$ cat src/include/rsa_defs.svh
`ifndef RSA_DEFS_SVH
`define RSA_DEFS_SVH

// ====================
// Operand geometry
// ====================

// Width of X, E, N and the result
`define RSA_OPERAND_BITS 16

// Bus bytes per operand, low byte first
`define RSA_OPERAND_BYTES 2

// Exponent bits consumed per run
`define RSA_EXP_BITS 16

// ====================
// Register map
// ====================

`define RSA_ADDR_CTRL 1'b0
`define RSA_ADDR_DATA 1'b1

`endif

$ cat src/logic/rsa_pkg.sv
`include "rsa_defs.svh"

package rsa_pkg;

  typedef logic [7:0]                     byte_t;
  typedef logic [`RSA_OPERAND_BITS-1:0]   operand_t;
  typedef logic [0:0]                     byte_idx_t;
  typedef logic [4:0]                     bit_idx_t;

  // Control register at address 0
  typedef struct packed {
    logic [1:0] rsvd;
    logic       ready;
    logic       read_u;
    logic       load_n;
    logic       load_e;
    logic       load_x;
    logic       start;
  } ctrl_reg_t;

  // User operands as loaded over the bus
  typedef struct packed {
    operand_t x;
    operand_t e;
    operand_t n;
  } operands_t;

  typedef enum logic [2:0] {
    IDLE,
    MULT,
    MULT_WAIT,
    SQUARE,
    SQUARE_WAIT,
    NEXT_BIT
  } rsa_state_t;

endpackage

$ cat src/logic/mod_mult.sv
`timescale 1ns/1ps
`include "rsa_defs.svh"

module mod_mult import rsa_pkg::*; (
  input  logic     clk,
  input  logic     reset_data_n,
  input  logic     start_i,
  input  operand_t a_i,
  input  operand_t b_i,
  input  operand_t n_i,
  output logic     done_o,
  output operand_t product_o
);

  operand_t a_q;
  operand_t b_q;
  operand_t n_q;
  operand_t acc_q;
  operand_t a_sel;
  operand_t n_sel;
  operand_t acc_sel;
  logic     b_bit;
  logic     busy_q;
  logic [$clog2(`RSA_OPERAND_BITS)-1:0] step_q;
  logic [`RSA_OPERAND_BITS+1:0] sum;
  logic [`RSA_OPERAND_BITS+1:0] red1;
  logic [`RSA_OPERAND_BITS+1:0] red2;

  // ====================
  // One interleaved step
  // ====================

  // First bit is taken straight from the inputs on start
  always_comb begin
    a_sel   = start_i ? a_i : a_q;
    n_sel   = start_i ? n_i : n_q;
    acc_sel = start_i ? '0 : acc_q;
    b_bit   = start_i ? b_i[`RSA_OPERAND_BITS-1] : b_q[`RSA_OPERAND_BITS-1];

    // 2*acc + a stays below 3n
    sum  = {1'b0, acc_sel, 1'b0} + (b_bit ? {2'b00, a_sel} : '0);
    red1 = (sum >= {2'b00, n_sel}) ? sum - {2'b00, n_sel} : sum;
    red2 = (red1 >= {2'b00, n_sel}) ? red1 - {2'b00, n_sel} : red1;
  end

  always_ff @(posedge clk) begin
    if (start_i) begin
      a_q   <= a_i;
      n_q   <= n_i;
      b_q   <= b_i << 1;
      acc_q <= red2[`RSA_OPERAND_BITS-1:0];
    end else if (busy_q) begin
      b_q   <= b_q << 1;
      acc_q <= red2[`RSA_OPERAND_BITS-1:0];
    end
  end

  // Done lands 16 cycles after start
  always_ff @(posedge clk) begin
    if (!reset_data_n) begin
      busy_q <= 1'b0;
      step_q <= '0;
      done_o <= 1'b0;
    end else begin
      done_o <= 1'b0;
      if (start_i) begin
        busy_q <= 1'b1;
        step_q <= 1'b1;
      end else if (busy_q) begin
        step_q <= step_q + 1'b1;
        if (step_q == $bits(step_q)'(`RSA_OPERAND_BITS - 1)) begin
          busy_q <= 1'b0;
          done_o <= 1'b1;
        end
      end
    end
  end

  assign product_o = acc_q;

endmodule

$ cat src/logic/rsa_regs.sv
`timescale 1ns/1ps
`include "rsa_defs.svh"

module rsa_regs import rsa_pkg::*; (
  input  logic      clk,
  input  logic      reset_data_n,
  input  byte_t     data_i,
  input  logic      addr_i,
  input  logic      valid_i,
  input  logic      write_i,
  input  logic      ready_i,
  input  operand_t  result_i,
  output byte_t     data_o,
  output operands_t operands_o,
  output logic      start_o
);

  ctrl_reg_t ctrl_q;
  ctrl_reg_t ctrl_wr;
  ctrl_reg_t ctrl_rd;
  byte_idx_t byte_idx_q;
  logic      access;
  logic      ctrl_write;
  logic      data_write;
  logic      ctrl_read;
  logic      data_read;
  logic      idx_clear;
  logic      idx_step;
  logic      load_one;
  logic [2:0] load_sel;
  logic [3:0] mode_new;
  logic [3:0] mode_old;
  logic [$bits(byte_idx_t)+2:0] bit_base;

  // ====================
  // Bus decode
  // ====================

  // Nothing is accepted while the engine runs
  assign access     = valid_i && ready_i;
  assign ctrl_write = access && write_i && (addr_i == `RSA_ADDR_CTRL);
  assign data_write = access && write_i && (addr_i == `RSA_ADDR_DATA);
  assign ctrl_read  = access && !write_i && (addr_i == `RSA_ADDR_CTRL);
  assign data_read  = access && !write_i && (addr_i == `RSA_ADDR_DATA);

  // Ready and reserved bits are not stored
  always_comb begin
    ctrl_wr       = ctrl_reg_t'(data_i);
    ctrl_wr.rsvd  = '0;
    ctrl_wr.ready = 1'b0;
  end

  // Readback shows the live ready flag
  always_comb begin
    ctrl_rd       = ctrl_q;
    ctrl_rd.ready = ready_i;
  end

  // ====================
  // Byte index
  // ====================

  assign mode_new = {ctrl_wr.read_u, ctrl_wr.load_n, ctrl_wr.load_e, ctrl_wr.load_x};
  assign mode_old = {ctrl_q.read_u, ctrl_q.load_n, ctrl_q.load_e, ctrl_q.load_x};

  // Any rising mode bit restarts at the low byte
  assign idx_clear = ctrl_write && |(mode_new & ~mode_old);

  assign load_sel = {ctrl_q.load_n, ctrl_q.load_e, ctrl_q.load_x};
  assign load_one = (load_sel == 3'b001) || (load_sel == 3'b010) || (load_sel == 3'b100);
  assign idx_step = (data_write && load_one) || (data_read && ctrl_q.read_u);
  assign bit_base = {byte_idx_q, 3'b000};

  always_ff @(posedge clk) begin
    if (!reset_data_n) begin
      ctrl_q     <= '0;
      start_o    <= 1'b0;
      byte_idx_q <= '0;
      data_o     <= '0;
    end else begin
      // Start bit becomes a one cycle pulse
      start_o <= ctrl_q.start;
      if (ctrl_q.start) begin
        ctrl_q.start <= 1'b0;
      end
      if (ctrl_write) begin
        ctrl_q <= ctrl_wr;
      end

      if (idx_clear) begin
        byte_idx_q <= '0;
      end else if (idx_step) begin
        byte_idx_q <= byte_idx_q + 1'b1;
      end

      // data_o only moves on a read
      if (ctrl_read) begin
        data_o <= ctrl_rd;
      end else if (data_read) begin
        if (ctrl_q.read_u) begin
          data_o <= result_i[bit_base +: $bits(byte_t)];
        end else begin
          data_o <= '0;
        end
      end
    end
  end

  // ====================
  // Operand registers
  // ====================

  // Ignored unless exactly one load bit is set
  always_ff @(posedge clk) begin
    if (data_write) begin
      case (load_sel)
        3'b001: operands_o.x[bit_base +: $bits(byte_t)] <= data_i;
        3'b010: operands_o.e[bit_base +: $bits(byte_t)] <= data_i;
        3'b100: operands_o.n[bit_base +: $bits(byte_t)] <= data_i;
        default: ;
      endcase
    end
  end

endmodule

$ cat src/logic/rsa_ctrl.sv
`timescale 1ns/1ps
`include "rsa_defs.svh"

module rsa_ctrl import rsa_pkg::*; (
  input  logic      clk,
  input  logic      reset_data_n,
  input  logic      start_i,
  input  operands_t operands_i,
  input  logic      mult_done_i,
  input  operand_t  mult_product_i,
  output logic      ready_o,
  output operand_t  result_o,
  output logic      mult_start_o,
  output operand_t  mult_a_o,
  output operand_t  mult_b_o,
  output operand_t  mult_n_o
);

  rsa_state_t state_q;
  rsa_state_t state_d;
  operand_t   p_q;
  operand_t   z_q;
  operand_t   e_q;
  bit_idx_t   bit_cnt_q;
  logic       launch;
  logic       last_bit;

  assign launch   = (state_q == IDLE) && start_i;
  assign last_bit = (bit_cnt_q == bit_idx_t'(`RSA_EXP_BITS - 1));

  // ====================
  // State machine
  // ====================

  always_comb begin
    state_d = state_q;
    case (state_q)
      IDLE: begin
        // e_q is still loading, so look at the input
        if (start_i) begin
          state_d = operands_i.e[0] ? MULT : SQUARE;
        end
      end
      MULT: begin
        state_d = MULT_WAIT;
      end
      MULT_WAIT: begin
        if (mult_done_i) begin
          state_d = SQUARE;
        end
      end
      SQUARE: begin
        state_d = SQUARE_WAIT;
      end
      SQUARE_WAIT: begin
        if (mult_done_i) begin
          state_d = NEXT_BIT;
        end
      end
      NEXT_BIT: begin
        // Shift happens on this edge, next bit is e_q[1]
        if (last_bit) begin
          state_d = IDLE;
        end else begin
          state_d = e_q[1] ? MULT : SQUARE;
        end
      end
      default: begin
        state_d = IDLE;
      end
    endcase
  end

  always_ff @(posedge clk) begin
    if (!reset_data_n) begin
      state_q   <= IDLE;
      bit_cnt_q <= '0;
    end else begin
      state_q <= state_d;
      if (launch) begin
        bit_cnt_q <= '0;
      end else if (state_q == NEXT_BIT) begin
        bit_cnt_q <= bit_cnt_q + 1'b1;
      end
    end
  end

  // ====================
  // P, Z and exponent
  // ====================

  always_ff @(posedge clk) begin
    if (launch) begin
      p_q <= operand_t'(1);
      z_q <= operands_i.x;
      e_q <= operands_i.e;
    end else begin
      case (state_q)
        MULT_WAIT: begin
          if (mult_done_i) begin
            p_q <= mult_product_i;
          end
        end
        SQUARE_WAIT: begin
          if (mult_done_i) begin
            z_q <= mult_product_i;
          end
        end
        NEXT_BIT: begin
          e_q <= e_q >> 1;
        end
        default: ;
      endcase
    end
  end

  // Outputs
  assign ready_o      = (state_q == IDLE);
  assign result_o     = p_q;
  assign mult_start_o = (state_q == MULT) || (state_q == SQUARE);

  // P*Z while multiplying, Z*Z while squaring
  assign mult_a_o = ((state_q == MULT) || (state_q == MULT_WAIT)) ? p_q : z_q;
  assign mult_b_o = z_q;
  assign mult_n_o = operands_i.n;

endmodule

$ cat src/logic/rsa_top.sv
`timescale 1ns/1ps
`include "rsa_defs.svh"

module rsa_top import rsa_pkg::*; (
  input  logic  clk,
  input  logic  reset_data_n,
  input  byte_t data_i,
  output byte_t data_o,
  input  logic  addr_i,
  input  logic  valid_i,
  input  logic  write_i
);

  operands_t operands;
  operand_t  result;
  operand_t  mult_a;
  operand_t  mult_b;
  operand_t  mult_n;
  operand_t  mult_product;
  logic      start;
  logic      ready;
  logic      mult_start;
  logic      mult_done;

  // ====================
  // Register port
  // ====================

  rsa_regs u_regs (
    .clk          (clk),
    .reset_data_n (reset_data_n),
    .data_i       (data_i),
    .addr_i       (addr_i),
    .valid_i      (valid_i),
    .write_i      (write_i),
    .ready_i      (ready),
    .result_i     (result),
    .data_o       (data_o),
    .operands_o   (operands),
    .start_o      (start)
  );

  // ====================
  // Exponentiation core
  // ====================

  rsa_ctrl u_ctrl (
    .clk            (clk),
    .reset_data_n   (reset_data_n),
    .start_i        (start),
    .operands_i     (operands),
    .mult_done_i    (mult_done),
    .mult_product_i (mult_product),
    .ready_o        (ready),
    .result_o       (result),
    .mult_start_o   (mult_start),
    .mult_a_o       (mult_a),
    .mult_b_o       (mult_b),
    .mult_n_o       (mult_n)
  );

  mod_mult u_mult (
    .clk          (clk),
    .reset_data_n (reset_data_n),
    .start_i      (mult_start),
    .a_i          (mult_a),
    .b_i          (mult_b),
    .n_i          (mult_n),
    .done_o       (mult_done),
    .product_o    (mult_product)
  );

endmodule

$ cat config.mk
export PLATFORM = sky130hd
export DESIGN_NAME = rsa_top
export DESIGN_NICKNAME = d
export VERILOG_FILES = /design/src/logic/rsa_pkg.sv /design/src/logic/mod_mult.sv /design/src/logic/rsa_regs.sv /design/src/logic/rsa_ctrl.sv /design/src/logic/rsa_top.sv
export VERILOG_INCLUDE_DIRS = /design/src /design/src/include
export SDC_FILE = /design/constraint.sdc
export NUM_CORES = 1
export LEC_CHECK = 0
export ABC_AREA = 1
export BUFFER_PORTS_ARGS = -buffer_cell sky130_fd_sc_hd__buf_2
export CAP_MARGIN = 25
export CORE_MARGIN = 2
export CORE_UTILIZATION = 47
export CTS_BUF_LIST = sky130_fd_sc_hd__clkbuf_8 sky130_fd_sc_hd__clkbuf_16
export CTS_CLUSTER_DIAMETER = 120
export DETAILED_ROUTE_END_ITERATION = 7
export PLACE_DENSITY_LB_ADDON = 0.25
export SLEW_MARGIN = 15
export SYNTH_ARGS = -nofsm -noshare
export SYNTH_HDL_FRONTEND = slang
export SYNTH_SLANG_ARGS = --single-unit
$ cat constraint.sdc
create_clock -name clk -period 7.06 [get_ports clk]
set_clock_uncertainty 0.05 [all_clocks]
set_input_delay 0.706 -clock clk [delete_from_list [all_inputs] [get_ports clk]]
set_output_delay 0.706 -clock clk [all_outputs]
set_load 0.02 [all_outputs]
Yosys cells after proc, flatten, opt, wreduce, memory -nomap -nowiden
Index checks and enable logic that the tools add are counted.
{ "totals": {"register_bits": 188, "inputBits": 13, "out_inout_bits": 8, "elab_cells": 125} }
{ "op_classes": {"addsub": 7, "magnitude_cmp": 2, "n_eq_ne": 13, "n_shift": 3, "n_mux": 36, "bitwise_logic": 5, "n_reduce_logical": 35} }
{ "ops": {"columns": ["operator", "n"], "rows": [
  ["2-to-1 mux 16 bit", 15],
  ["bitwise mux 16 bit", 3],
  ["greater-or-equal comparator 18 x 16 -> 1 bit", 2],
  ["2-to-1 mux 8 bit", 3],
  ["adder 17 x 18 -> 18 bit", 1],
  ["2-to-1 mux 18 bit", 1],
  ["one-hot mux 3 bit (6 select lines)", 1],
  ["subtractor 18 x 16 -> 18 bit", 1],
  ["variable shift 8 x 6 -> 16 bit (first input constant)", 1],
  ["variable part select 16 x 5 -> 8 bit", 1],
  ["variable part select 8 x 6 -> 16 bit", 1],
  ["subtractor 16 bit", 1],
  ["2-to-1 mux 3 bit", 4],
  ["AND reduction 2 bit", 6],
  ["logical AND 1 bit", 11],
  ["nonzero test 2 bit", 5],
  ["equality test 3 x 2 -> 1 bit (second input constant)", 3],
  ["equality test 3 bit (second input constant)", 3],
  ["2-to-1 mux 1 bit", 7],
  ["equality test 3 x 1 -> 1 bit (second input constant)", 2],
  ["negator 4 -> 6 bit", 1],
  ["OR reduction 2 bit", 3],
  ["adder 5 x 1 -> 5 bit (second input constant)", 1],
  ["equality test 5 x 4 -> 1 bit (second input constant)", 1],
  ["other kinds (15)", 23]
]} }

Depth between registers and ports, before layout
{ "logic_depth": {"depth_word": 12, "ltp_mapped": 45, "ltp_nobuf": 43} }

Cells and area by module
A second synthesis with hierarchy kept.
{ "hier_totals": {"hier_cells": 1379, "hier_area_um2": 10851.7} }
{ "modules_own_cells": {"columns": ["module", "n_inst", "cells_per_inst", "area_per_inst_um2", "seq_area_each_um2"], "rows": [
  ["mod_mult", 1, 831, 5741.8, 1691.6],
  ["rsa_ctrl", 1, 342, 2718.9, 1411.4],
  ["rsa_regs", 1, 206, 2391.0, 1741.7]
]} }

Least setup slack after synthesis
Ideal clock, no wire load.
{ "synth_path": {"kind": "register to register", "startpoint": "reg u_ctrl.state_q[0]", "endpoint": "reg u_mult.acc_q[8] (netlist: u_mult.product_o[8]) (data pin)", "setup_time_ns": 0.254, "arrival_time_ns": 5.664, "required_time_ns": 6.756, "path_slack_ns": 1.092, "stages_incl_launch_ff": 42, "n_path_buf": 5, "period_less_slack_ns": 5.968, "path_cell_list": "dfxtp_1 inv_1 nor2_1 clkbuf_1 clkbuf_1 clkbuf_1 nor2_1 fa_1 nand3_1 nand2_2 nand2_1 nand3_2 nand2_1 nand3_1 nand2_1 nand2_1 ha_1 a21oi_1 (+6 left out) nand2_1 nand2_1 ha_1 nand2_1 nand2_1 a21oi_1 nand2_1 nand2_1 nand2_1 nand2_1 nand2_1 nand2_1 nand2_1 a21oi_4 nand3_4 buf_6 nand2_1 nand2_1"} }
{ "synth_via": {"elab_chain_len": 12, "word_cells_on_any_way": 20, "cone_classes": "add/sub (3); order compare (2); eq/ne (3); mux (10); reduce/logical (2)"} }
{ "synth_rtl": {"columns": ["item", "line_no", "text"], "rows": [
  ["from (decl)", "rsa_ctrl.sv:19", "rsa_state_t state_q;"],
  ["from (signal assigned)", "rsa_ctrl.sv:79", "state_q <= state_d;"],
  ["equality test 3 x 1 -> 1 bit / equality test 3 x 2 -> 1 bit (equally long branches)", "rsa_ctrl.sv:120, rsa_ctrl.sv:123", null],
  ["logical OR 1 bit", "rsa_ctrl.sv:123", "assign mult_a_o = ((state_q == MULT) || (state_q == MULT_WAIT)) ? p_q : z_q;"],
  ["2-to-1 mux 16 bit", "rsa_ctrl.sv:123", null],
  ["2-to-1 mux 16 bit", null, null],
  ["2-to-1 mux 16 bit", "mod_mult.sv:41", "sum = {1'b0, acc_sel, 1'b0} + (b_bit ? {2'b00, a_sel} : '0);"],
  ["adder 17 x 18 -> 18 bit", "mod_mult.sv:41", null],
  ["subtractor 18 x 16 -> 18 bit / greater-or-equal comparator 18 x 16 -> 1 bit (equally long branches)", "mod_mult.sv:42", "red1 = (sum >= {2'b00, n_sel}) ? sum - {2'b00, n_sel} : sum;"],
  ["2-to-1 mux 18 bit", "mod_mult.sv:42", null],
  ["subtractor 16 bit / greater-or-equal comparator 18 x 16 -> 1 bit (equally long branches)", "mod_mult.sv:43", "red2 = (red1 >= {2'b00, n_sel}) ? red1 - {2'b00, n_sel} : red1;"],
  ["2-to-1 mux 16 bit *", "mod_mult.sv:43", null],
  ["net u_mult.red2[8]", "mod_mult.sv:27", "logic [`RSA_OPERAND_BITS+1:0] red2;"],
  ["2-to-1 mux 16 bit", "mod_mult.sv:52", "end else if (busy_q) begin"],
  ["2-to-1 mux 16 bit *", "mod_mult.sv:47", "if (start_i) begin"],
  ["to (signal assigned)", "mod_mult.sv:51", "acc_q <= red2[`RSA_OPERAND_BITS-1:0];"],
  ["to (signal assigned)", "mod_mult.sv:54", "acc_q <= red2[`RSA_OPERAND_BITS-1:0];"],
  ["to (decl)", "mod_mult.sv:18", "operand_t acc_q;"]
]} }
Mark *: on every way through the listed nets, which the timed path passes. The rest lies on a longest branch. The select of a mux whose other input is x is not followed.
A chain may end at the register's enable or synchronous reset.

Worst setup path in the final report
Same ends and word-level chain as after synthesis.

==> qor.yml <==
cells_and_area:
  layout.area.seq_mm2: 0.004845
  utilization: 0.5283
  fin_cells: 1598
  area_of_the_multi_input_gates_mm2: 0.004838
  most_common_library_cell_in_the_layout_ignoring_fill_and_taps: "nand2_1"
  num-fill-cells: 2082
  area_growth_pct: 11.00
  drive_gt1_frac: 0.09484
  insertedDiodeCount: 0
  nNetsFinal: 1371
  mostFrequentLayoutCells: "nand2_1 (407), inv_1 (140), edfxtp_1 (110)"
routing:
  drt_iter0_drcs: 1042
  vias: 8619
  drtPass1Iterations: 6
  viasPerCell: 5.394
  drtAntennaViolNets: 0
  route.detailed.wl_per_inst_um: 17.20
  detail_route.drc_violations: 0
  wirelength_um: 27490
worst_setup_path:
  r2r_slack_ps: 550
  critical_path.most_common_cell: "nand2_1"
  slowest_delay_ps: 400
  r2r-start: "u_ctrl.state_q[0]"
  worst_ep_required_time_ps: 7200
  critPathSlowestCell: "ha_1"
  timing_worst_setup_path_type: "reg2reg"
  worst-path-max-fanout: 18
  critical_path.top_delay_family: "simple AND/OR/NAND/NOR gates"
  worst_r2r_endpoint: "u_mult.product_o[8]"
  critPathLaunchType: "register"
  crit_path_capture_type: "register"
  worst-path-buf-inv: 3
  rr_worst_depth: 38
  critPathArrivalTime_ps: 6650
placed_design:
  preCtsSetupSlack_ps: 373.9
  dpl.hpwl_um: 20370
  gp_congestion: 1.042
  dp_cells: 1562
  port_buffers: 20
sta:
  timing.final.crit_share: 0.9216
  period_minus_slack_ps: 6507
  final.setup.worst_slack_ps: 553.3
  worst_slew_margin_rel: 0.3782
  minimum_hold_slack_ps: 379.1
  timing_worst_slew_pin_value_ps: 931.5
  fmax_mhz: 153.7
  setup_viol: 0
  slew_violations: 0
  timing.final.hold_violations: 0
logic_synthesis:
  synth_cells: 1285
  mappedNetlistNets: 1351
  async_flop_share: 0
  synth_top_area_cell: "edfxtp_1"
  synth-main-ff-cell: "edfxtp_1"
  avgSynthCellArea_um2: 8.058
  ys.warnings.count: 0
  ys_types: 47
  postSynthRegisterBits: 187
  synth_enable_flop_cells: 110
  synthTopCellsByArea: "edfxtp_1 (32%), dfxtp_1 (15%), nand2_1 (15%)"
  syn-cell-area_mm2: 0.01035
  synth_sequential_area_ratio: 0.4679
  yosys.area.top_type_share: 0.3190
floorplanning:
  placement_rows: 54
  dieArea_mm2: 0.02323
  io-pin-count: 21
  dieWidth_um: 152.4
  die_h_um: 152.4
  start_util: 0.4760
  fp.coreArea_mm2: 0.02176
global_routing:
  grt_antenna_before_repair: 0
  vias_in_the_first_global_route: 7950
  grt_start_max_net_pins: 50
  grt_pass1_wl_um: 42850
  grt_util_all_layers: 0.2364
  grt_remaining_overflow: 0
min_path:
  hold_path.class: "reg2reg"
  timing.hold.worst_path_depth: 2
  min_to: "u_regs.start_o"
  hp-start: "u_regs.ctrl_q[0]"
job:
  drv.max_cap_violation_count: 0
clocking:
  clock_tree.root_cell: "clkbuf_16"
  htree_levels: 4
  clock_sinks: 187
  clock_insertion_delay_at_the_later_pin_of_the_skew_report_ps: 440
  path_clk_slew_ps: 80
  cts_inserted_buffers: 17
  cts_tree: "built"
  clock_tree.buffer_depth: 2
outcome:
  result_of_the_run: "finished clean"
## synthesized netlist by cell type, types with 2 or more instances
master,count
o21ai_0,74
a21oi_2,3
xor2_1,25
inv_1,141
nor3_1,7
edfxtp_1,110
nand2_1,407
a21oi_1,89
nand2_2,8
o211ai_1,6
fa_1,3
nand4_1,24
and3_1,2
dfxtp_1,77
a21oi_4,2
xnor2_1,15
or2_2,21
nand3_1,52
nand3_4,2
buf_6,2
inv_2,4
a31oi_1,7
o221ai_1,2
o22ai_1,4
ha_1,50
nand2_4,2
clkbuf_1,30
a21boi_0,2
nand3_2,2
buf_2,3
a21o_1,3
nand3b_1,2
nor2_1,85
o21bai_1,6
## sequential cells by signal, indices dropped and copies added, names as in the netlist, 8 cells and up
name and flops:
u_mult.product_o 16, u_regs.operands_o 48, u_ctrl.result_o 16, u_regs.data_o 8, u_mult.n_q 16, u_ctrl.e_q 15, u_ctrl.mult_b_o 16, u_mult.b_q 15
u_mult.a_q 16
## area by class of cell
cell class	instances	share of cell area
inverter	146	0.04768
sequential	187	0.4215
tap	280	0.03048
timing repair buffer	38	0.02591
clock buffer	17	0.03701
clock inverter	15	0.01644
multi-input combinational	915	0.4210
## through the flow
step                cell area (um2)  TNS [ps]
global route                  11490    -59.28
CTS                           11390         0
floorplan                     10350         0
detailed placement            10770         0
global placement              10740         0
finish                        11490         0
## worst max-delay path by stage
stage	startpoint	to	slack, ps	depth (start not counted)
6_report	u_ctrl.state_q[0]	u_mult.product_o[8]	550	38
5_1_grt	u_ctrl.state_q[0]	u_mult.product_o[9]	-20	40
4_1_cts	u_ctrl.state_q[0]	u_mult.product_o[0]	330	41
3_5_place_dp	u_ctrl.state_q[0]	u_mult.product_o[0]	370	41
3_3_place_gp	u_ctrl.state_q[0]	u_mult.product_o[0]	440	40
2_1_floorplan	u_ctrl.state_q[0]	u_mult.product_o[8]	1090	41
## cells by family (layout without fill, tap and decap cells)
kind of cell,Yosys count,in the layout,synth area share
AOI/OAI and AO/OA,201,201,0.1071
xor gates and xnor gates,41,41,0.03540
adders and majority gates,53,53,0.06622
buffers and inverters,183,216,0.06851
DFF,187,187,0.4679
and+or+nand+nor,620,620,0.2550
## layer usage
| layer | routed length (um) | share of wire | vias to the layer above | global-route usage |
|---|---|---|---|---|
| met5 | 0 | 0 | - | 0 |
| met4 | 1037 | 0.038 | 0 | 0.09039 |
| met3 | 1556 | 0.057 | 71 | 0.03953 |
| met2 | 12400 | 0.45 | 306 | 0.3719 |
| met1 | 12490 | 0.45 | 3965 | 0.3292 |
| li1 | - | - | 4277 | - |
## what timing repair did
item                       4_1_cts  5_1_grt
setup endpoints to repair        0       16
resized for setup                0       20
hold buffers                     0        0
setup buffers                    0        3
## tightest hold or removal path, cell delays in order, from the launching register on
cell and delay (ps):
dfxtp_1 310, nand2_1 50, inv_1 30
Power is left out: the tool's default activity adds up to more than one toggle a clock period on the data nets, which glitch-free logic cannot reach.
